**src/verilog/dram_fifo_pkg.sv**
```systemverilog
/* Sizes assume 64-bit words on 8-byte aligned byte addresses.
   A region must be a power of two and no smaller than one 4 KB page */
package dram_fifo_pkg;

   localparam int DATA_W     = 64;               // Stream and DRAM word
   localparam int ADDR_W     = 30;               // Byte address into DRAM
   localparam int WORD_SHIFT = 3;                // Words to bytes

   typedef logic [DATA_W-1:0] word_t;
   typedef logic [ADDR_W-1:0] addr_t;
   typedef logic [ADDR_W-WORD_SHIFT-1:0] wcount_t; // Word count over the whole address space

   ///////////////////////////////////////////////////////////////////////
   // Burst and buffer limits

   localparam int BURST_WORDS    = 256;          // Longest INCR burst
   localparam int PAGE_BYTES     = 4096;         // AXI page, never crossed by a burst
   localparam int BUF_DEPTH_LOG2 = 10;           // 1024 words in each on-chip buffer

   // Held back from DRAM space
   // Gives the memory controller some room to reorder
   localparam int SPACE_RESERVE  = 64;

endpackage

```
**src/verilog/axi_burst_pkg.sv**
```systemverilog
/* Only 8-byte INCR bursts on a single ID are issued */
package axi_burst_pkg;

   localparam int LEN_W = 8;                     // AXI4 awlen / arlen width

   typedef logic [LEN_W-1:0] len_t;              // Beats minus one

   localparam logic [2:0] AXI_BEAT_SIZE = 3'b011; // 2^3 bytes per beat
   localparam logic [1:0] AXI_INCR      = 2'b01;  // Incrementing burst

   // One burst request from a scheduler
   typedef struct packed {
      dram_fifo_pkg::addr_t addr;                // First byte, 8-byte aligned
      len_t                 len;                 // Beats minus one
   } burst_cmd_t;

endpackage

```
**src/verilog/occupancy_tracker.sv**
```systemverilog
/* Space starts at the region size less a reserve, from the mask seen during reset.
   Counts are in 64-bit words */
`timescale 1ns/10ps
module occupancy_tracker import dram_fifo_pkg::*, axi_burst_pkg::*; (
   input  logic    dram_clk,
   input  logic    input_timeout_reset,
   input  addr_t   i_addr_mask,
   input  logic    i_wr_commit,                  // Write burst landed in DRAM
   input  len_t    i_wr_len,
   input  logic    i_rd_commit,                  // Read burst taken out of DRAM
   input  len_t    i_rd_len,
   output wcount_t o_occupied,
   output wcount_t o_space
);

   wcount_t wr_words;
   wcount_t rd_words;

   assign wr_words = i_wr_commit ? wcount_t'(i_wr_len) + 1'b1 : '0;
   assign rd_words = i_rd_commit ? wcount_t'(i_rd_len) + 1'b1 : '0;

   // Both commits may land together
   always_ff @(posedge dram_clk) begin
      if (input_timeout_reset) begin
         o_occupied <= '0;
         o_space    <= wcount_t'(~i_addr_mask >> WORD_SHIFT) + 1'b1
                     - wcount_t'(SPACE_RESERVE); // Region words less the reserve
      end else begin
         o_occupied <= o_occupied + wr_words - rd_words;
         o_space    <= o_space - wr_words + rd_words;
      end
   end

endmodule

```
**config.mk**
```make
export PLATFORM = sky130hd
export DESIGN_NAME = occupancy_tracker
export DESIGN_NICKNAME = d
export VERILOG_FILES = /design/src/verilog/dram_fifo_pkg.sv /design/src/verilog/axi_burst_pkg.sv /design/src/verilog/occupancy_tracker.sv
export SDC_FILE = /design/constraint.sdc
export NUM_CORES = 1
export LEC_CHECK = 0
export BUFFER_PORTS_ARGS = -buffer_cell sky130_fd_sc_hd__buf_4
export CORE_MARGIN = 2
export CORE_UTILIZATION = 43
export CTS_CLUSTER_SIZE = 8
export DETAILED_ROUTE_END_ITERATION = 7
export PLACE_DENSITY = 0.66
export SYNTH_ARGS = -nofsm -noshare
export SYNTH_HDL_FRONTEND = slang
export SYNTH_SLANG_ARGS = --single-unit
```
**constraint.sdc**
```tcl
create_clock -name dram_clk -period 10.76 [get_ports dram_clk]
set_input_delay 2.152 -clock dram_clk [delete_from_list [all_inputs] [get_ports dram_clk]]
set_output_delay 2.152 -clock dram_clk [all_outputs]
set_load 0.01 [all_outputs]
```
==> summary.txt <==
CTS
  – # hold bufs at CTS: 0
  – Post-CTS setup buffers: 0
  – Reg clk slew, reported paths: 80 ps
  – CTS tree: built
  – Root Driver: clkbuf_16
  – Worst-Skew Late Latency: 310 ps
  – Maximum buffer depth of the clock tree: 2
  – CTS Buf Count: 5
  – Clk sinks: 54
  – # resized after CTS: 0
  – Htree depth: 2

Setup path
  – Crit-path max cell delay: 640 ps
  – Critical Path RT: 10950 ps
  – Critical path capture point type: flop
  – Critical Path Fanout Max: 7
  – Startpoint types: primary input
  – Slowest CP cell: a21oi_1
  – CP Cell Sequence: buf_4 -> ha_1 -> nand2_1 -> nor2_1 -> xnor2_1 -> nand2b_1 -> inv_1 -> fa_1 -> inv_1 -> ha_1 -> a21oi_1 -> o21ai_0 -> a221oi_1 -> a21oi_1 -> nor4bb_1 -> nor3_1
  – Critical setup path kind: in2reg
  – R2R cell count: 11
  – Crit path DAT: 5580 ps
  – Worst flop-to-flop path startpoint: o_space[3]
  – Reg2Reg Capture Point: o_space[23]
  – Reg2Reg Setup Slack: 7590 ps

Synthesis
  – Sequential area share after synthesis: 18.3%
  – Post-synthesis async set-or-reset flop share: 0%
  – Simple-gate share of the synthesized area: 22.0%
  – Most common cell in the netlist: inv_1
  – Net Count, Synth: 904
  – Largest family of logic cells by synthesized area: compound AO/OA/AOI/OAI gates
  – Mapped Area: 5900 sq um
  – Top cells by area, synth: dfxtp_1, ha_1, inv_1
  – Avg Cell Area, Syn: 7.57 sq um
  – Flops & latches, synth: 54
  – Syn Inst Count: 779
  – Synth cell count leaders: inv_1, nand2_1, nor2_1
  – Post-synth EDFFs: 0
  – XOR/XNOR Fraction of Synth Area: 9.65%
  – Synth top area share: 18.3%
  – Count of cell types in the netlist: 71
  – Compound-gate portion of the synthesized area: 22.2%
  – Synth Area in Adders: 18.2%
  – Top_reg_cell synth: dfxtp_1
  – Synth area leader: dfxtp_1
  – Post-synthesis mux area share: 0.764%
  – YS warnings: 0

GRT
  – Tot GR Track Use: 20.2%
  – First-pass GRT wire length: 24.0 mm
  – Number of global-route vias before repair: 5058
  – Initial antenna violation count: 0
  – Largest net degree at the start of global routing: 92
  – Remaining global-route overflow: 0

Placed design
  – Port Buffers: 100
  – Routability cong.: 0.881
  – DP Area: 6750 sq um
  – Post-DP HPWL: 11.7 mm

Cells and area
  – Antenna cells: 0
  – Finished Cell Area: 6920 sq um
  – Layout cells sized above 1: 15.0%
  – NumNets Final: 990
  – P&R area growth vs syn: 17.3%
  – Fillers: 1341

Min path
  – Hold path depth: 2
  – Hold Path End: o_space[0]
  – Hold Path Class: reg2reg
  – HP Start: o_space[0]

Timing
  – Max_slew headroom: 40.4%
  – Setup_tns: 0 ps
  – RSZ-0062 raised after global routing: no
  – Final Hold Viols: 0
  – Worst-Margin Slew: 886 ps
  – Period utilization: 50.1%
  – Fin. max-slew vios: 0
  – Top achievable clock speed: 186 MHz
  – Worst Skew: 2.81 ps
  – Setup-failing EPs final: 0
  – Final min period: 5390 ps

Floorplan
  – Initial core utilization: 44.4%
  – Row cnt: 42
  – Die Span X: 121 um
  – # IOs: 104
  – Die Span Y: 121 um
  – Core box area: 13300 sq um
  – Die area: 14700 sq um

Power
  – P_leak: 3.37 nW
  – Pwr dens: 370 nW/um^2
  – Power consumption: 2.56 mW
  – Peak VDD IR: 0.173 mV

Drt
  – Total wire length: 14.4 mm
  – Post-DRT Antenna Nets: 0
  – DR DRC count: 0
  – Avg Vias per Cell: 5.26
  – DR vias: 5484
  – DRT Pass-1 Iters: 5
  – Avg WL per Cell: 13.9 um
  – Iter 0 DRT Violations: 319

Job
  – Maxcap violations: 0

Run status
  – Status: finished, final reports clean
[layout by cell type (no fill, tap or decap), types with 3 or more instances in the layout]
master / n
or3_1: 4
and4_1: 3
nand2_1: 73
nor4_1: 3
nand4_1: 16
o21bai_1: 4
a21oi_1: 53
inv_1: 109
nor2_1: 60
o31ai_1: 4
fa_1: 18
a211oi_1: 5
o211ai_1: 4
o21ai_0: 45
and2_1: 5
nor3_1: 18
nor3b_1: 3
dfxtp_1: 54
mux2_2: 4
a21o_1: 26
and3_1: 10
nor2b_1: 8
ha_1: 57
a31oi_1: 6
a21boi_0: 7
clkbuf_16: 5
a221o_1: 3
o21a_1: 8
xor2_1: 37
nand2b_1: 19
xnor2_1: 28
buf_4: 100
nand3_1: 22
[power breakdown]
part / total, mW / switching [mW] / internal (mW)
sequential: 0.382 / 0.0781 / 0.304
clock: 0.194 / 0.0841 / 0.110
combinational: 1.98 / 1.10 / 0.880
total: 2.56 / 1.27 / 1.29
[routing by layer]
| layer | track usage (%) | up-vias | routed length, um |
|---|---|---|---|
| met5 | 0 | - | 0 |
| li1 | - | 2845 | - |
| met3 | 3.81 | 7 | 746 |
| met1 | 28.7 | 2504 | 7210 |
| met4 | 3.71 | 0 | 110 |
| met2 | 32.1 | 128 | 6380 |
[logic make-up after synthesis]
kind of cell | after synthesis
flip-flops | 54
AND/OR/NAND/NOR | 259
AO/OA/AOI/OAI | 192
multiplexers | 4
XOR/XNOR | 65
buffers and inverters | 130
adder cells (fa/ha/maj) | 75
[worst max-delay path by stage]
stage	from	endpoint	cells past startpoint
finish	i_wr_len[0]	o_space[19]	16
global placement	i_wr_len[0]	o_space[19]	16
floorplan	i_rd_len[0]	o_occupied[26]	15
detailed placement	i_wr_len[0]	o_space[19]	16
CTS	i_wr_len[0]	o_space[19]	16
global route	i_wr_len[0]	o_space[19]	16
[worst max-delay path: cells and delay by family]
family	cells	cell delay [ps]
AO/OA/AOI/OAI	4	1170
XOR/XNOR	1	120
adder cells (fa/ha/maj)	3	1030
buffers and inverters	3	220
AND/OR/NAND/NOR	5	880
[flip-flops by register name (all words and copies together) (netlist names)]
signal and flops:
o_occupied 27, o_space 27
[stage by stage]
step	hold WS, ps	util (%)	cells	worst slack (ps)
6_report	628	52.0	1042	5370
5_1_grt	682	52.0	1042	5090
4_1_cts	633	52.0	1042	5410
3_5_place_dp	614	50.8	1034	5090
3_3_place_gp	593	50.8	1034	5110
2_1_floorplan	629	-	779	5620
[cell type report]
type | instances | area (sq um) | area share [%]
multi-input cells | 595 | 4290 | 62.0
flip-flops and latches | 54 | 1080 | 15.6
repair buffers | 100 | 751 | 10.9
inverters | 109 | 409 | 5.91
well taps | 176 | 220 | 3.18
clock buffers | 6 | 129 | 1.86
clock inverters | 2 | 37.5 | 0.543
No activity file was read; power rests on OpenSTA's default activity.
