<file path="config.mk">
export PLATFORM = sky130hd
export DESIGN_NAME = burst_scheduler_flat
export DESIGN_NICKNAME = d
export VERILOG_FILES = /design/src/verilog/dram_fifo_pkg.sv /design/src/verilog/axi_burst_pkg.sv /design/src/verilog/burst_cmd_if.sv /design/src/verilog/burst_scheduler.sv /design/src/flat_wrapper.sv
export SDC_FILE = /design/constraint.sdc
export NUM_CORES = 1
export LEC_CHECK = 0
export ABC_AREA = 1
export BUFFER_PORTS_ARGS = -buffer_cell sky130_fd_sc_hd__clkbuf_2
export CAP_MARGIN = 20
export CORE_ASPECT_RATIO = 1.4
export CORE_MARGIN = 1.5
export CORE_UTILIZATION = 50
export DETAILED_ROUTE_END_ITERATION = 16
export PLACE_DENSITY = 0.78
export RECOVER_POWER = 50
export SLEW_MARGIN = 15
export SYNTH_ARGS = -nofsm -noshare
export SYNTH_HDL_FRONTEND = slang
export SYNTH_SLANG_ARGS = --single-unit
</file>
<file path="constraint.sdc">
create_clock -name dram_clk -period 3.8 [get_ports dram_clk]
set_clock_uncertainty 0.2 [all_clocks]
set_input_delay 0.76 -clock dram_clk [delete_from_list [all_inputs] [get_ports dram_clk]]
set_output_delay 0.76 -clock dram_clk [all_outputs]
set_load 0.005 [all_outputs]
</file>
<file path="src/verilog/dram_fifo_pkg.sv">
/* Sizes assume 64-bit words on 8-byte aligned byte addresses.
   A region must be a power of two and no smaller than one 4 KB page */
package dram_fifo_pkg;

   localparam int DATA_W     = 64;               // Stream and DRAM word
   localparam int ADDR_W     = 30;               // Byte address into DRAM
   localparam int WORD_SHIFT = 3;                // Words to bytes

   typedef logic [DATA_W-1:0] word_t;
   typedef logic [ADDR_W-1:0] addr_t;
   typedef logic [ADDR_W-WORD_SHIFT-1:0] wcount_t; // Word count over the whole address space

   ///////////////////////////////////////////////////////////////////////
   // Burst and buffer limits

   localparam int BURST_WORDS    = 256;          // Longest INCR burst
   localparam int PAGE_BYTES     = 4096;         // AXI page, never crossed by a burst
   localparam int BUF_DEPTH_LOG2 = 10;           // 1024 words in each on-chip buffer

   // Held back from DRAM space
   // Gives the memory controller some room to reorder
   localparam int SPACE_RESERVE  = 64;

endpackage

</file>
<file path="src/verilog/axi_burst_pkg.sv">
/* Only 8-byte INCR bursts on a single ID are issued */
package axi_burst_pkg;

   localparam int LEN_W = 8;                     // AXI4 awlen / arlen width

   typedef logic [LEN_W-1:0] len_t;              // Beats minus one

   localparam logic [2:0] AXI_BEAT_SIZE = 3'b011; // 2^3 bytes per beat
   localparam logic [1:0] AXI_INCR      = 2'b01;  // Incrementing burst

   // One burst request from a scheduler
   typedef struct packed {
      dram_fifo_pkg::addr_t addr;                // First byte, 8-byte aligned
      len_t                 len;                 // Beats minus one
   } burst_cmd_t;

endpackage

</file>
<file path="src/verilog/burst_cmd_if.sv">
/* One burst in flight per instance.
   Ready falls the cycle after accept and returns when the burst is finished */
`timescale 1ns/10ps
interface burst_cmd_if import axi_burst_pkg::*; ();

   burst_cmd_t cmd;                              // Start address and length
   logic       valid;                            // Held until accepted
   logic       ready;                            // Executor channel idle

   // Scheduler side
   modport requester (
      output cmd,
      output valid,
      input  ready
   );

   // AXI master side
   modport executor (
      input  cmd,
      input  valid,
      output ready
   );

endinterface

</file>
<file path="src/verilog/burst_scheduler.sv">
/* One burst at a time. Base, mask and timeout are taken only while reset is high,
   and the mask must leave at least the low 12 address bits free */
`timescale 1ns/10ps
module burst_scheduler import dram_fifo_pkg::*, axi_burst_pkg::*; (
   input  logic          dram_clk,
   input  logic          input_timeout_reset,
   input  addr_t         i_base_addr,
   input  addr_t         i_addr_mask,            // Ones mark fixed address bits
   input  logic [11:0]   i_timeout,              // Idle cycles before a short burst
   input  wcount_t       i_level,                // Words waiting at the source
   input  wcount_t       i_room,                 // Words free at the destination
   burst_cmd_if.requester cmd,
   output logic          o_commit,               // One-cycle pulse per finished burst
   output len_t          o_commit_len
);

   typedef enum logic [2:0] {
      S_IDLE,
      S_FULL,                                    // Size a full burst
      S_TIMEOUT,                                 // Size a fragment
      S_ACCEPT,                                  // Wait for accept
      S_FALL,                                    // Wait for ready to drop
      S_RETURN,                                  // Wait for burst done
      S_SETTLE                                   // Let the counts catch up
   } state_t;

   state_t      state;
   addr_t       fixed_bits;                      // Base bits under the mask
   addr_t       mask_bar;                        // Bits that wrap inside the region
   logic [11:0] timeout_q;
   logic [11:0] tmo_count;
   logic        tmo_flag;
   addr_t       addr_q;                          // Start of the next burst
   len_t        len_q;
   addr_t       burst_bytes;
   wcount_t     page_left;                       // Words before the 4 KB edge
   wcount_t     full_words;
   wcount_t     tmo_words;
   logic        trigger;

   ///////////////////////////////////////////////////////////////////////
   // Sizing and trigger

   assign page_left = wcount_t'(PAGE_BYTES >> WORD_SHIFT)
                    - wcount_t'(addr_q[$clog2(PAGE_BYTES)-1:WORD_SHIFT]);
   assign full_words = (page_left < wcount_t'(BURST_WORDS)) ? page_left : wcount_t'(BURST_WORDS);
   assign tmo_words  = (i_level < full_words) ? i_level : full_words; // Page limit already in
   assign burst_bytes = (addr_t'(len_q) + 1'b1) << AXI_BEAT_SIZE;

   assign trigger = (state == S_IDLE) && (i_room >= wcount_t'(BURST_WORDS))
                 && ((i_level >= wcount_t'(BURST_WORDS)) || (tmo_flag && i_level != '0));

   assign cmd.cmd      = '{addr: addr_q, len: len_q};
   assign o_commit_len = len_q;

   // Configuration
   always_ff @(posedge dram_clk) begin
      if (input_timeout_reset) begin
         fixed_bits <= i_base_addr & i_addr_mask;
         mask_bar   <= ~i_addr_mask;
         timeout_q  <= i_timeout;
      end
   end

   // Fragment timeout, counts only while idle with data waiting
   always_ff @(posedge dram_clk) begin
      if (input_timeout_reset || trigger) begin
         tmo_count <= '0;
         tmo_flag  <= 1'b0;
      end else if (tmo_count == timeout_q) begin
         tmo_flag  <= 1'b1;                      // Holds until the next trigger
      end else if (state == S_IDLE && i_level != '0) begin
         tmo_count <= tmo_count + 1'b1;
      end
   end

   ///////////////////////////////////////////////////////////////////////
   // Burst FSM

   always_ff @(posedge dram_clk) begin
      if (input_timeout_reset) begin
         state     <= S_IDLE;
         addr_q    <= i_base_addr & i_addr_mask;
         cmd.valid <= 1'b0;
         o_commit  <= 1'b0;
      end else begin
         case (state)
            S_IDLE: begin
               if (trigger) begin
                  state <= (i_level >= wcount_t'(BURST_WORDS)) ? S_FULL : S_TIMEOUT;
               end
            end
            S_FULL: begin
               len_q     <= len_t'(full_words - 1'b1);
               cmd.valid <= 1'b1;
               state     <= S_ACCEPT;
            end
            S_TIMEOUT: begin
               len_q     <= len_t'(tmo_words - 1'b1);
               cmd.valid <= 1'b1;
               state     <= S_ACCEPT;
            end
            S_ACCEPT: begin
               if (cmd.ready) begin              // Valid is high here
                  cmd.valid <= 1'b0;
                  state     <= S_FALL;
               end
            end
            S_FALL: begin
               if (!cmd.ready) state <= S_RETURN;
            end
            S_RETURN: begin
               if (cmd.ready) begin              // B seen or last R beat taken
                  addr_q   <= ((addr_q + burst_bytes) & mask_bar) | fixed_bits;
                  o_commit <= 1'b1;
                  state    <= S_SETTLE;
               end
            end
            S_SETTLE: begin
               o_commit <= 1'b0;
               state    <= S_IDLE;
            end
            default: state <= S_IDLE;
         endcase
      end
   end

endmodule

</file>
<file path="src/flat_wrapper.sv">
// flat-port wrapper written by rule: the top's interface ports become plain ports
module burst_scheduler_flat import dram_fifo_pkg::*, axi_burst_pkg::*;
  (dram_clk, input_timeout_reset, i_base_addr, i_addr_mask, i_timeout, i_level, i_room, o_commit, o_commit_len, cmd_cmd, cmd_valid, cmd_ready);
  burst_cmd_if cmd_i ();
  input  logic dram_clk;
  input  logic input_timeout_reset;
  input  addr_t i_base_addr;
  input  addr_t i_addr_mask;
  input  logic [11:0] i_timeout;
  input  wcount_t i_level;
  input  wcount_t i_room;
  output logic o_commit;
  output len_t o_commit_len;
  output wire logic [$bits(cmd_i.cmd)-1:0] cmd_cmd;
  output wire logic [$bits(cmd_i.valid)-1:0] cmd_valid;
  input wire logic [$bits(cmd_i.ready)-1:0] cmd_ready;
  assign cmd_cmd = cmd_i.cmd;
  assign cmd_valid = cmd_i.valid;
  assign cmd_i.ready = cmd_ready;
  burst_scheduler u_core (.dram_clk(dram_clk), .input_timeout_reset(input_timeout_reset), .i_base_addr(i_base_addr), .i_addr_mask(i_addr_mask), .i_timeout(i_timeout), .i_level(i_level), .i_room(i_room), .cmd(cmd_i), .o_commit(o_commit), .o_commit_len(o_commit_len));
endmodule
</file>
==> flow_summary.toml <==
[outcome]
status = "finished, violations left"
violations = "capacitance limit, slew limit"

[floorplan]
die_w_um = 104
row_count = 51
dieArea_um2 = 15100
start_util_pct = 51.2
ios = 177
die_height_um = 145
coreArea_um2 = 14000

[timing]
setup_viol = 0
fin_crit_sh_pct = 96.9
hold_violations = 0
min_period_ps = 3680
worst_pin_slew_ps = 2170
hold_slack_ps = 262
fmax_mhz = 272
maxSlewViolCount = 131
max_slew_margin_pct = -44.9

[place]
port_buffers = 168
placed_area_um2 = 8220
globalplace.congestion = 0.841
dp_hpwl_um = 12200

[clocking]
cts.sinks = 128
hold_buffers = 0
clk_latency_ps = 410
cts_tree = "built"
numCtsBuffers = 17
cts_root_buffer = "clkbuf_16"
clockBufferDepth = 2
cts.clk_slew.worst_paths_ps = 60
htreeDepth = 4

[grt]
grt_pass1_vias = 5788
grt_max_degree = 81
antenna_found_initial = 0
grtUsageTotal_pct = 21.8
grt_overflow_total = 0
grt_pass1_wl_um = 26100

[setup_path]
cp.arrival_ps = 3640
critPathMaxFanout = 8
worstSetupEndpointType = "register"
crit_buf_inv = 5
crit_top_cell = "inv_1"
worstRegToRegCells = 24
r2r_slack_ps = 120
worstPathRequired_ps = 3760
cp_slowest_stage_delay_ps = 410
critical_path_class = "reg2reg"
slowest_stage = "edfxtp_1"
cp-start-kind = "register"
crit_cells = 24
crit_chain = "inv_2 > ha_2 > nand2_2 > nor2_1 > nand3_1 > nand2_2 > inv_1 > nor2_2 > inv_1 > ha_1 > a21oi_1 > o21a_1 > o21ai_2 > nor2_4 > nand2_4 > nand2_1 > o21ai_1 > inv_1 > ha_2 > inv_1 > nor2_4 > nand2_1 > o21ai_1 > nand2_1"
path_delay_family = "simple AND/OR/NAND/NOR gates"

[yosys]
syn_avg_cell_area_um2 = 8.69
netlist_instances = 824
synthTopCellsByArea = "edfxtp_1 46%, nand2_1 8.0%, inv_1 7.6%, dfxtp_1 5.0%, nor2_1 5.0%"
seq_area_frac_synth_pct = 51.2
synth_edf_count = 110
synth_cell_types = 44
synth.top_cell.area_share_pct = 46.2
synth_fp_nets = 975
yosysTopAreaCell = "edfxtp_1"
async_flop_share_pct = 0
synth-main-ff-cell = "edfxtp_1"
yosys_warnings = 0
ys_ff_latch = 128
netlist_area_um2 = 7160

[layout]
final_nets = 1170
area_growth_pct = 24.9
fin_area_um2 = 8940
drive_gt1_share_pct = 23.4
diodes = 0

[drt]
drt-pass1-iter-count = 5
via_per_inst = 5.13
final_antenna_net_count = 0
routedWlPerCell_um = 13.5
drt_iter0_markers = 382
drc_errors = 0
num_vias = 6240
wirelength_um = 16500

[pwr]
power.density_nw_per_um2 = 509
vdd_drop_max_mv = 0.374
leakagePower_nw = 4.12

[hold_path]
whs_path_depth = 2
hold_class = "reg2reg"

[job]
drv_cap = 2
==> cells by family after synthesis <==
logic type / Yosys count / synth area share (%)
AND/OR/NAND/NOR: 383 / 24.4
buffers and inverters: 162 / 8.93
flip-flops: 128 / 51.2
AO/OA/AOI/OAI: 114 / 9.67
adder cells (fa/ha/maj): 22 / 3.95
XOR/XNOR: 15 / 1.84
==> tightest hold or removal path: cells and delay by family, from the launching register on <==
kind,cells,cell delay (ps)
compound gates,1,60
buf+inv,1,60
flops,1,300
==> stage by stage <==
step	setup WS [ps]	TNS [ps]	instances	util, %	power, mW
6_report	119	0	1217	64.0	4.55
2_1_floorplan	268	0	824	-	2.51
5_1_grt	-149	-182	1217	64.0	4.78
3_5_place_dp	-86.0	-86.0	1171	58.8	2.85
4_1_cts	22.2	0	1203	63.3	4.55
3_3_place_gp	45.7	0	1171	58.8	2.82
==> area by class of cell <==
cell class                 instances  area (um^2)
fill                            1184         5030
sequential                       128         3660
multi-input combinational        534         2900
timing repair buffer             192          981
inverter                         146          548
clock buffer                      17          425
tap                              185          231
clock inverter                    15          191
==> synth_stat cells, types with 4 or more instances <==
master	count
o21ai_0	20
a22oi_1	21
nand2_2	12
dfxtp_1	18
inv_1	145
xor2_1	10
nand3b_1	4
or2_1	5
o21a_1	6
buf_1	4
or2_2	8
nor2_1	95
xnor2_1	5
o21ai_1	4
nor3_1	13
nor2_2	6
buf_4	8
a21boi_0	4
edfxtp_1	110
nand2_1	152
nand4_1	14
nand3_1	52
o21bai_1	5
a21oi_1	42
nor4_1	13
ha_1	21
==> sequential cells by signal (all words and copies together) (netlist names) <==
register             count
u_core.addr_q           30
u_core.mask_bar         30
u_core.state             3
u_core.tmo_count        12
u_core.tmo_flag          1
u_core.o_commit          1
u_core.timeout_q        12
u_core.o_commit_len      8
u_core.cmd.valid         1
u_core.fixed_bits       30
==> path summary, 6_finish.rpt <==
kind | start | end
max | u_core.addr_q[3] | u_core.o_commit_len[6]
min | u_core.tmo_flag | u_core.tmo_flag
max reg2reg | u_core.addr_q[3] | u_core.o_commit_len[6]
min reg2reg | u_core.tmo_flag | u_core.tmo_flag
==> where the power goes <==
| part | leakage (nW) | internal [mW] | total (mW) | switching (mW) |
|---|---|---|---|---|
| clock network | 0.296 | 1.09 | 1.70 | 0.602 |
| registers | 1.21 | 1.70 | 1.82 | 0.115 |
| logic | 2.61 | 0.406 | 1.03 | 0.628 |
==> layout by cell type (no fill, tap or decap), types with 3 or more instances in the layout <==
cell type,instances
xnor2_1,5
or2_2,8
o21bai_1,5
or2_1,5
nor2_4,3
edfxtp_1,110
nor2_2,7
nand3b_1,4
nand4_1,14
nand3_2,3
o21ai_1,4
buf_4,22
nand2_2,12
o211ai_1,3
nand3_1,50
nor2_1,92
a21oi_1,42
inv_1,143
a22oi_1,21
nor4_1,13
clkbuf_1,28
nand2_4,3
nor3_2,4
a31oi_1,3
xor2_1,10
clkbuf_2,142
o21a_1,6
nor3_1,11
a21boi_0,4
o21ai_0,19
clkbuf_16,17
inv_2,3
dfxtp_1,18
nand2_1,152
bufinv_16,4
ha_1,19
clkinv_1,3
==> layer usage <==
layer  GRT usage [%]  routed length [um]  vias to the layer above
met4            9.36                 351                        0
li1                -                   -                     3152
met2            40.0                8730                      177
met5               0                   0                        -
met1            24.8                6620                     2879
met3            4.37                 768                       32
==> timing repair <==
action                                  4_1_cts  5_1_grt
cloned                                        0        0
pin swaps                                     1        3
endpoints found under the setup margin        1        2
gates resized for setup                       3       12
buffers inserted                              0       14
Note: power is estimated with default switching activity, not from simulation.
