--- src/verilog/dram_fifo_pkg.sv ---
/* Sizes assume 64-bit words on 8-byte aligned byte addresses.
   A region must be a power of two and no smaller than one 4 KB page */
package dram_fifo_pkg;

   localparam int DATA_W     = 64;               // Stream and DRAM word
   localparam int ADDR_W     = 30;               // Byte address into DRAM
   localparam int WORD_SHIFT = 3;                // Words to bytes

   typedef logic [DATA_W-1:0] word_t;
   typedef logic [ADDR_W-1:0] addr_t;
   typedef logic [ADDR_W-WORD_SHIFT-1:0] wcount_t; // Word count over the whole address space

   ///////////////////////////////////////////////////////////////////////
   // Burst and buffer limits

   localparam int BURST_WORDS    = 256;          // Longest INCR burst
   localparam int PAGE_BYTES     = 4096;         // AXI page, never crossed by a burst
   localparam int BUF_DEPTH_LOG2 = 10;           // 1024 words in each on-chip buffer

   // Held back from DRAM space
   // Gives the memory controller some room to reorder
   localparam int SPACE_RESERVE  = 64;

endpackage

--- src/verilog/axi_burst_pkg.sv ---
/* Only 8-byte INCR bursts on a single ID are issued */
package axi_burst_pkg;

   localparam int LEN_W = 8;                     // AXI4 awlen / arlen width

   typedef logic [LEN_W-1:0] len_t;              // Beats minus one

   localparam logic [2:0] AXI_BEAT_SIZE = 3'b011; // 2^3 bytes per beat
   localparam logic [1:0] AXI_INCR      = 2'b01;  // Incrementing burst

   // One burst request from a scheduler
   typedef struct packed {
      dram_fifo_pkg::addr_t addr;                // First byte, 8-byte aligned
      len_t                 len;                 // Beats minus one
   } burst_cmd_t;

endpackage

--- src/verilog/burst_cmd_if.sv ---
/* One burst in flight per instance.
   Ready falls the cycle after accept and returns when the burst is finished */
`timescale 1ns/10ps
interface burst_cmd_if import axi_burst_pkg::*; ();

   burst_cmd_t cmd;                              // Start address and length
   logic       valid;                            // Held until accepted
   logic       ready;                            // Executor channel idle

   // Scheduler side
   modport requester (
      output cmd,
      output valid,
      input  ready
   );

   // AXI master side
   modport executor (
      input  cmd,
      input  valid,
      output ready
   );

endinterface

--- src/verilog/axi_burst_master.sv ---
/* Single-ID AXI4 master with fixed 8-byte INCR bursts. Response codes are ignored,
   and write data is expected to be waiting in the input buffer */
`timescale 1ns/10ps
module axi_burst_master import dram_fifo_pkg::*, axi_burst_pkg::*; (
   input  logic  dram_clk,
   input  logic  input_timeout_reset,
   burst_cmd_if.executor wr_cmd,
   burst_cmd_if.executor rd_cmd,
   // Write stream from the input buffer
   input  word_t i_wr_data,
   input  logic  i_wr_valid,
   output logic  o_wr_ready,
   // Read stream to the output buffer
   output word_t o_rd_data,
   output logic  o_rd_valid,
   input  logic  i_rd_ready,
   // AXI write channels
   output addr_t o_awaddr,
   output len_t  o_awlen,
   output logic  o_awvalid,
   input  logic  i_awready,
   output word_t o_wdata,
   output logic  o_wlast,
   output logic  o_wvalid,
   input  logic  i_wready,
   input  logic  i_bvalid,
   output logic  o_bready,
   // AXI read channels
   output addr_t o_araddr,
   output len_t  o_arlen,
   output logic  o_arvalid,
   input  logic  i_arready,
   input  word_t i_rdata,
   input  logic  i_rlast,
   input  logic  i_rvalid,
   output logic  o_rready
);

   typedef enum logic [1:0] {W_IDLE, W_ADDR, W_DATA, W_RESP} wr_state_t;
   typedef enum logic [1:0] {R_IDLE, R_ADDR, R_DATA} rd_state_t;

   wr_state_t wr_state;
   rd_state_t rd_state;
   len_t      wr_beat;                           // Beats sent so far
   logic      w_fire;
   logic      r_fire;

   ///////////////////////////////////////////////////////////////////////
   // Write channel, AW then len+1 beats then B

   assign wr_cmd.ready = (wr_state == W_IDLE);
   assign o_awvalid    = (wr_state == W_ADDR);
   assign o_wvalid     = i_wr_valid & (wr_state == W_DATA);
   assign o_wr_ready   = i_wready & (wr_state == W_DATA); // Pops the input buffer
   assign o_wdata      = i_wr_data;
   assign o_wlast      = (wr_state == W_DATA) && (wr_beat == o_awlen);
   assign o_bready     = 1'b1;
   assign w_fire       = o_wvalid & i_wready;

   always_ff @(posedge dram_clk) begin
      if (input_timeout_reset) begin
         wr_state <= W_IDLE;
         wr_beat  <= '0;
      end else begin
         case (wr_state)
            W_IDLE: begin
               if (wr_cmd.valid) begin
                  o_awaddr <= wr_cmd.cmd.addr;
                  o_awlen  <= wr_cmd.cmd.len;
                  wr_state <= W_ADDR;
               end
            end
            W_ADDR: begin
               wr_beat <= '0;
               if (i_awready) wr_state <= W_DATA;
            end
            W_DATA: begin
               if (w_fire) begin
                  wr_beat <= wr_beat + 1'b1;
                  if (o_wlast) wr_state <= W_RESP;
               end
            end
            W_RESP: begin
               if (i_bvalid) wr_state <= W_IDLE; // Burst now in DRAM
            end
            default: wr_state <= W_IDLE;
         endcase
      end
   end

   ///////////////////////////////////////////////////////////////////////
   // Read channel, AR then beats until rlast

   assign rd_cmd.ready = (rd_state == R_IDLE);
   assign o_arvalid    = (rd_state == R_ADDR);
   assign o_rready     = i_rd_ready & (rd_state == R_DATA); // Room is reserved by the scheduler
   assign o_rd_valid   = i_rvalid & (rd_state == R_DATA);
   assign o_rd_data    = i_rdata;
   assign r_fire       = i_rvalid & o_rready;

   always_ff @(posedge dram_clk) begin
      if (input_timeout_reset) begin
         rd_state <= R_IDLE;
      end else begin
         case (rd_state)
            R_IDLE: begin
               if (rd_cmd.valid) begin
                  o_araddr <= rd_cmd.cmd.addr;
                  o_arlen  <= rd_cmd.cmd.len;
                  rd_state <= R_ADDR;
               end
            end
            R_ADDR: begin
               if (i_arready) rd_state <= R_DATA;
            end
            R_DATA: begin
               if (r_fire && i_rlast) rd_state <= R_IDLE;
            end
            default: rd_state <= R_IDLE;
         endcase
      end
   end

endmodule

--- src/flat_wrapper.sv ---
// flat-port wrapper written by rule: the top's interface ports become plain ports
module axi_burst_master_flat import dram_fifo_pkg::*, axi_burst_pkg::*;
  (dram_clk, input_timeout_reset, i_wr_data, i_wr_valid, o_wr_ready, o_rd_data, o_rd_valid, i_rd_ready, o_awaddr, o_awlen, o_awvalid, i_awready, o_wdata, o_wlast, o_wvalid, i_wready, i_bvalid, o_bready, o_araddr, o_arlen, o_arvalid, i_arready, i_rdata, i_rlast, i_rvalid, o_rready, wr_cmd_cmd, wr_cmd_valid, wr_cmd_ready, rd_cmd_cmd, rd_cmd_valid, rd_cmd_ready);
  burst_cmd_if wr_cmd_i ();
  burst_cmd_if rd_cmd_i ();
  input  logic dram_clk;
  input  logic input_timeout_reset;
  input  word_t i_wr_data;
  input  logic i_wr_valid;
  output logic o_wr_ready;
  output word_t o_rd_data;
  output logic o_rd_valid;
  input  logic i_rd_ready;
  output addr_t o_awaddr;
  output len_t o_awlen;
  output logic o_awvalid;
  input  logic i_awready;
  output word_t o_wdata;
  output logic o_wlast;
  output logic o_wvalid;
  input  logic i_wready;
  input  logic i_bvalid;
  output logic o_bready;
  output addr_t o_araddr;
  output len_t o_arlen;
  output logic o_arvalid;
  input  logic i_arready;
  input  word_t i_rdata;
  input  logic i_rlast;
  input  logic i_rvalid;
  output logic o_rready;
  input wire logic [$bits(wr_cmd_i.cmd)-1:0] wr_cmd_cmd;
  input wire logic [$bits(wr_cmd_i.valid)-1:0] wr_cmd_valid;
  output wire logic [$bits(wr_cmd_i.ready)-1:0] wr_cmd_ready;
  input wire logic [$bits(rd_cmd_i.cmd)-1:0] rd_cmd_cmd;
  input wire logic [$bits(rd_cmd_i.valid)-1:0] rd_cmd_valid;
  output wire logic [$bits(rd_cmd_i.ready)-1:0] rd_cmd_ready;
  assign wr_cmd_i.cmd = wr_cmd_cmd;
  assign wr_cmd_i.valid = wr_cmd_valid;
  assign wr_cmd_ready = wr_cmd_i.ready;
  assign rd_cmd_i.cmd = rd_cmd_cmd;
  assign rd_cmd_i.valid = rd_cmd_valid;
  assign rd_cmd_ready = rd_cmd_i.ready;
  axi_burst_master u_core (.dram_clk(dram_clk), .input_timeout_reset(input_timeout_reset), .wr_cmd(wr_cmd_i), .rd_cmd(rd_cmd_i), .i_wr_data(i_wr_data), .i_wr_valid(i_wr_valid), .o_wr_ready(o_wr_ready), .o_rd_data(o_rd_data), .o_rd_valid(o_rd_valid), .i_rd_ready(i_rd_ready), .o_awaddr(o_awaddr), .o_awlen(o_awlen), .o_awvalid(o_awvalid), .i_awready(i_awready), .o_wdata(o_wdata), .o_wlast(o_wlast), .o_wvalid(o_wvalid), .i_wready(i_wready), .i_bvalid(i_bvalid), .o_bready(o_bready), .o_araddr(o_araddr), .o_arlen(o_arlen), .o_arvalid(o_arvalid), .i_arready(i_arready), .i_rdata(i_rdata), .i_rlast(i_rlast), .i_rvalid(i_rvalid), .o_rready(o_rready));
endmodule
--- config.mk ---
export PLATFORM = sky130hd
export DESIGN_NAME = axi_burst_master_flat
export DESIGN_NICKNAME = d
export VERILOG_FILES = /design/src/verilog/dram_fifo_pkg.sv /design/src/verilog/axi_burst_pkg.sv /design/src/verilog/burst_cmd_if.sv /design/src/verilog/axi_burst_master.sv /design/src/flat_wrapper.sv
export SDC_FILE = /design/constraint.sdc
export NUM_CORES = 1
export LEC_CHECK = 0
export BUFFER_PORTS_ARGS = -buffer_cell sky130_fd_sc_hd__buf_2
export CAP_MARGIN = 20
export CORE_AREA = 2 2 167 169
export DETAILED_ROUTE_END_ITERATION = 10
export DIE_AREA = 0 0 169 171
export GPL_TIMING_DRIVEN = 0
export PLACE_DENSITY_LB_ADDON = 0.25
export SLEW_MARGIN = 20
export SYNTH_ARGS = -nofsm -noshare
export SYNTH_HDL_FRONTEND = slang
export SYNTH_SLANG_ARGS = --single-unit
--- constraint.sdc ---
create_clock -name dram_clk -period 9.95 [get_ports dram_clk]
set_clock_uncertainty 0.2 [all_clocks]
set_input_delay 1.99 -clock dram_clk [delete_from_list [all_inputs] [get_ports dram_clk]]
set_output_delay 1.99 -clock dram_clk [all_outputs]
set_load 0.05 [all_outputs]
==> results of run 1 <==
==> through the flow <==
stage	area, sq um	total power, mW	hold WS [ns]	setup WS (ns)	instances
2_1_floorplan	4090	0.789	0.294	4.43	300
3_3_place_gp	6010	0.896	0.330	3.09	945
3_5_place_dp	6070	0.900	0.344	5.26	950
4_1_cts	6340	1.22	0.359	5.25	966
5_1_grt	6340	1.25	0.368	5.22	966
6_report	6350	1.19	0.348	5.26	967
==> state kept, by name, summed over array words and instances (netlist names) <==
signal,count
u_core.o_arlen,8
u_core.wr_beat,8
u_core.o_araddr,30
u_core.rd_state,2
u_core.wr_state,2
u_core.o_awaddr,30
u_core.o_awlen,8
==> cells by family after synthesis <==
family	Yosys count	share of synthesized area
compound gates	13	0.0233
xor+xnor	14	0.0300
fa+ha+maj	6	0.0184
buf+inv	132	0.240
flops	88	0.617
other cells	1	0.000918
simple gates	46	0.0701
==> synthesized netlist by cell type, drive strengths merged <==
library cell,count
buf,129
edfxtp,76
nor2,13
dfxtp,12
xor2,11
ha,6
nand2b,5
nor2b,5
nand3,4
nor4,4
a211oi,3
and3,3
and3b,3
xnor2,3
a21oi,2
a22oi,2
and2,2
inv,2
nand2,2
nand4,2
o2111ai,2
a311o,1
a311oi,1
a31oi,1
and2b,1
clkbuf,1
conb,1
nor3,1
o21ai,1
or4,1
==> power breakdown <==
part	total (mW)	switching [mW]	internal (mW)
combinational	0.429	0.315	0.113
sequential	0.455	0.0137	0.442
clock	0.309	0.139	0.170
==> cell type report <==
cell class                      count  area (sq um)
Inverter                            2          7.51
Antenna cell                        1          2.50
Fill cell                        2988         21000
Timing Repair Buffer              304          1550
Sequential cell                    88          2520
Buffer                            130           972
Multi-Input combinational cell     80           589
Clock inverter                      6          43.8
Tap cell                          346           433
Clock buffer                       10           229
==> worst register-to-register path, cell delays in order, from the launching register on <==
cell and delay, ns:
dfxtp_1 0.32, inv_1 0.12, ha_1 0.34, nand3_2 0.21, nor4_4 0.36, nand3_1 0.13, a311oi_1 0.29
==> path summary, 6_finish.rpt <==
kind	from	end	slack, ns	cells after the start
max	i_rd_ready	o_rready	5.26	3
min reg2reg	u_core.wr_beat[7]	u_core.wr_beat[7]	0.35	2
min	u_core.wr_beat[7]	u_core.wr_beat[7]	0.35	2
max reg2reg	u_core.wr_state[0]	u_core.wr_state[0]	7.89	6
==> routing by layer <==
layer	track usage	vias up	wire, um	share of wire
met3	0.0588	20	2290	0.15
li1	-	1538	-	-
met1	0.0993	1461	5190	0.33
met4	0.0379	6	231	0.015
met2	0.182	259	7920	0.51
met5	0	-	34	0.0022
==> flow_summary.yaml, run 1 <==
outcome:
  status: "finished clean"
clock_tree:
  insertion_delay_ns: 0.34
  clock-root-buffer: "clkbuf_16"
  tritoncts: "done"
  clk_pin_slew_ns: 0.06
  postCtsSetupBuffers: 0
  holdBufCountCts: 0
  clock_path_buffers: 2
  post_cts_resized: 0
  cts_max_level: 3
  cts.sinks: 88
  cts_inserted_buffers: 9
yosys:
  syn-cell-area_sq_mm: 0.00409
  synthesis.nets: 522
  synth_area_leaders: "edfxtp_1, buf_4, dfxtp_1, xor2_1, ha_1"
  yosys_register_bits: 88
  avgSynthCellArea_sq_um: 13.6
  synth_top_cell_by_area: "edfxtp_1"
  ys_warn_count: 0
  yosysSeqAreaShare: 0.617
  ys_types: 33
  synthCells: 300
  synth_top_area_share: 0.559
route:
  drc: 0
  ant_nets: 0
  drt-vias-per-instance: 3.40
  via_count: 3284
  drt-initial-drc-count: 94
  wl_um: 15700
  wl_per_cell_um: 16.2
  first_pass_iters: 4
sta:
  setup_tns_ns: 0
  period_share: 0.471
  tightest_slew_ns: 0.531
  hold_viol_final: 0
  finalMaxSlewViolations: 0
  rsz0062_at_grt: "no"
  fin_crit_ns: 4.69
  relSlewSlack: 0.643
  setup_violations: 0
  fmax_ghz: 0.213
finish:
  final_common_cell: "buf_2"
  final_nets: 837
  final_cell_mix: "buf_2, buf_4, edfxtp_1, nor2_1, dfxtp_1"
  drive_gt1_frac: 0.732
  syn_to_final_growth_pct: 55.3
  fin_util: 0.232
die:
  rows: 61
  start_util: 0.150
  die_w_um: 169
  dieArea_sq_mm: 0.0289
  dieHeight_um: 171
  pin_count: 430
  core_region_area_sq_mm: 0.0273
place:
  portBuffers: 299
  gp_congestion: 0.779
  dpl.hpwl_um: 13600
critical_path:
  crit_path_max_incr_delay_ns: 0.28
  slowest_stage: "buf_2"
  crit_family: "buffers and inverters"
  cp_max_fo: 2
  worstPathRequired_ns: 7.76
  crit_chain: "buf_2, and3b_1, buf_2"
  cp_num_buf_inv: 2
  arrival_ns: 2.50
  path_class: "input pin to output pin"
  end_kind: "output pin"
  critPathLaunchType: "input pin"
  crit_top_cell: "buf_2"
power:
  p_leak_nw: 3.01
  ir_drop_v: 0.000133
  power.density_mw_per_mm2: 188
global_routing:
  antenna_found_initial: 5
  grt_pass1_wl_um: 20900
  grt_max_degree: 33
  grt_overflow: 0
  track_usage: 0.103
  grt_pass1_vias: 3151
flow_run:
  maxCapViolations: 0
hold_path:
  hold_path.class: "register to register"
Note: power is estimated with default switching activity, not from simulation.
==> run 2, diff against run 1 <==
Settings changed: ABC_AREA set to 1, CORE_AREA 2 2 167 169 to 2 2 168 170, DIE_AREA 0 0 169 171 to 0 0 170 172.
Clock period 9.95 ns to 4.05 ns, I/O delays scaled along.
==> run 2 against run 1 <==
Synthesized cell count grew 16%. Register-to-register slack lost 5.8 ns. Clock-buffer cell count fell by 1. First-iteration DRC count grew 41%. Routed wire length grew 6.8%. Critical endpoint is now o_wlast. Largest power group unchanged. Via count rose by 3.9%. Hold slack worse by 0.039 ns.
==> flow_summary.yaml, run 2 <==
outcome:
  status: "finished clean"
route:
  first_pass_iters: 4
  drt-initial-drc-count: 133
  drc: 0
  drt-vias-per-instance: 3.37
  wl_um: 16700
  ant_nets: 0
  wl_per_cell_um: 16.5
  via_count: 3412
yosys:
  async_reset_ff_frac: 0
  ys_types: 26
  yosys.cell_count.top_type: "buf_4"
  avgSynthCellArea_sq_um: 11.8
  synthCells: 349
  synth_area_leaders: "edfxtp_1, buf_4, dfxtp_1, nand2_1, inv_1"
  yosysSeqAreaShare: 0.612
  synth_edf_count: 76
  synth_top_cell_by_area: "edfxtp_1"
  synth_flop_cell: "edfxtp_1"
  ys_warn_count: 0
  yosys-top-cells-count: "buf_4, edfxtp_1, nand2_1"
  synth_top_area_share: 0.554
  syn-cell-area_sq_mm: 0.00412
  synthesis.nets: 571
  yosys_register_bits: 88
global_routing:
  grt_pass1_vias: 3471
  grt_pass1_wl_um: 22000
  track_usage: 0.105
  grt_max_degree: 28
  antenna_found_initial: 0
  grt_overflow: 0
critical_path:
  end_kind: "output pin"
  crit_path_max_incr_delay_ns: 0.40
  worstPathRequired_ns: 3.04
  critPathLaunchType: "register"
  crit_chain: "xnor2_1, nand2_1, nor2_1, nand2_1, nor2_1, buf_2"
  cp_max_fo: 2
  path_class: "register to output pin"
  slowest_stage: "edfxtp_1"
  cp_num_buf_inv: 1
  arrival_ns: 1.64
  crit_family: "simple AND/OR/NAND/NOR gates"
sta:
  hold_viol_final: 0
  setup_tns_ns: 0
  holdWs_ns: 0.309
  relSlewSlack: 0.529
  setup_violations: 0
  rsz0062_at_grt: "no"
  tightest_slew_ns: 0.700
  fin_crit_ns: 2.65
  period_share: 0.655
  fmax_ghz: 0.377
  finalMaxSlewViolations: 0
finish:
  fillers: 3001
  top_regs: "u_core.o_araddr: 30 flops, u_core.o_awaddr: 30 flops"
  fin_area_sq_mm: 0.00643
  drive_gt1_frac: 0.686
  syn_to_final_growth_pct: 56.0
  final_nets: 883
  diodes: 0
  final_cell_mix: "buf_2, buf_4, edfxtp_1, nand2_1, inv_1"
  final_common_cell: "buf_2"
clock_tree:
  tritoncts: "done"
  cts.sinks: 88
  cts_max_level: 3
  cts_inserted_buffers: 9
  post_cts_resized: 0
  clock-root-buffer: "clkbuf_16"
  holdBufCountCts: 0
  clk_pin_slew_ns: 0.07
  insertion_delay_ns: 0.34
  postCtsSetupBuffers: 0
  clock_path_buffers: 2
die:
  pin_count: 430
  core_region_area_sq_mm: 0.0275
  start_util: 0.150
  die_w_um: 170
  rows: 61
  dieHeight_um: 172
  dieArea_sq_mm: 0.0292
hold_path:
  hold_path.class: "register to register"
power:
  ir_drop_v: 0.000275
  power.density_mw_per_mm2: 473
  total_power_mw: 3.04
  p_leak_nw: 3.11
place:
  dpl.hpwl_um: 14500
  gp_congestion: 0.744
  place_area_sq_mm: 0.00611
  portBuffers: 299
flow_run:
  maxCapViolations: 0
run 2: cell count changes after synthesis, moves of 5 or more:
cell | before | now
nor2b_1 | 5 | 0
inv_1 | 2 | 26
nand2_1 | 2 | 45
xor2_1 | 11 | 0
nand2b_1 | 5 | 0
a21oi_1 | 2 | 8
nor2_1 | 13 | 18
run 2: stage by stage:
step,setup WS (ns),utilization,cells
4_1_cts,1.33,0.234,1011
6_report,1.40,0.234,1011
5_1_grt,1.22,0.234,1011
2_1_floorplan,0.622,-,349
3_3_place_gp,-0.155,0.220,994
3_5_place_dp,1.63,0.223,996
run 2: final cells by class:
cell class                      instances  area [sq um]  area share
Clock inverter                          6          92.6      0.0144
Tap cell                              346           433      0.0673
Buffer                                130           972       0.151
Multi-Input combinational cell        102           534      0.0831
Timing Repair Buffer                  301          1540       0.240
Inverter                               29           109      0.0169
Sequential cell                        88          2520       0.392
Clock buffer                            9           225      0.0350
run 2: cell families (layout without fill, tap and decap cells):
logic type | Yosys count | after routing | share of synthesized area
buffers and inverters | 159 | 475 | 0.262
DFF | 88 | 88 | 0.612
and+or+nand+nor | 78 | 78 | 0.0804
AOI/OAI and AO/OA | 14 | 14 | 0.0200
adders and majority gates | 6 | 6 | 0.0182
xor gates and xnor gates | 3 | 3 | 0.00637
other | 1 | 1 | 0.000910
run 2: worst register-to-register path: cells and delay by family, from the launching register on:
kind,cells,cell delay [ns]
buf+inv,2,0.21
compound gates,1,0.34
simple gates,4,0.40
fa+ha+maj,1,0.31
flops,1,0.38
run 2: final timing paths:
path | startpoint | endpoint | cells after the start | slack (ns)
min | u_core.wr_beat[7] | u_core.wr_beat[7] | 2 | 0.31
max reg2reg | u_core.wr_state[0] | u_core.wr_beat[4] | 8 | 2.08
max | u_core.o_awlen[6] | o_wlast | 6 | 1.40
min reg2reg | u_core.wr_beat[7] | u_core.wr_beat[7] | 2 | 0.31
run 2: metal layers:
layer / track usage / part of all wire
met5: 0 / 0
met4: 0.0234 / 0.0083
met3: 0.0588 / 0.14
met2: 0.189 / 0.50
met1: 0.106 / 0.35
run 2: power by group:
part,total [mW],internal [mW],switching (mW)
clock,0.906,0.542,0.364
combinational,1.03,0.266,0.761
sequential,1.11,1.07,0.0319
total,3.04,1.88,1.16
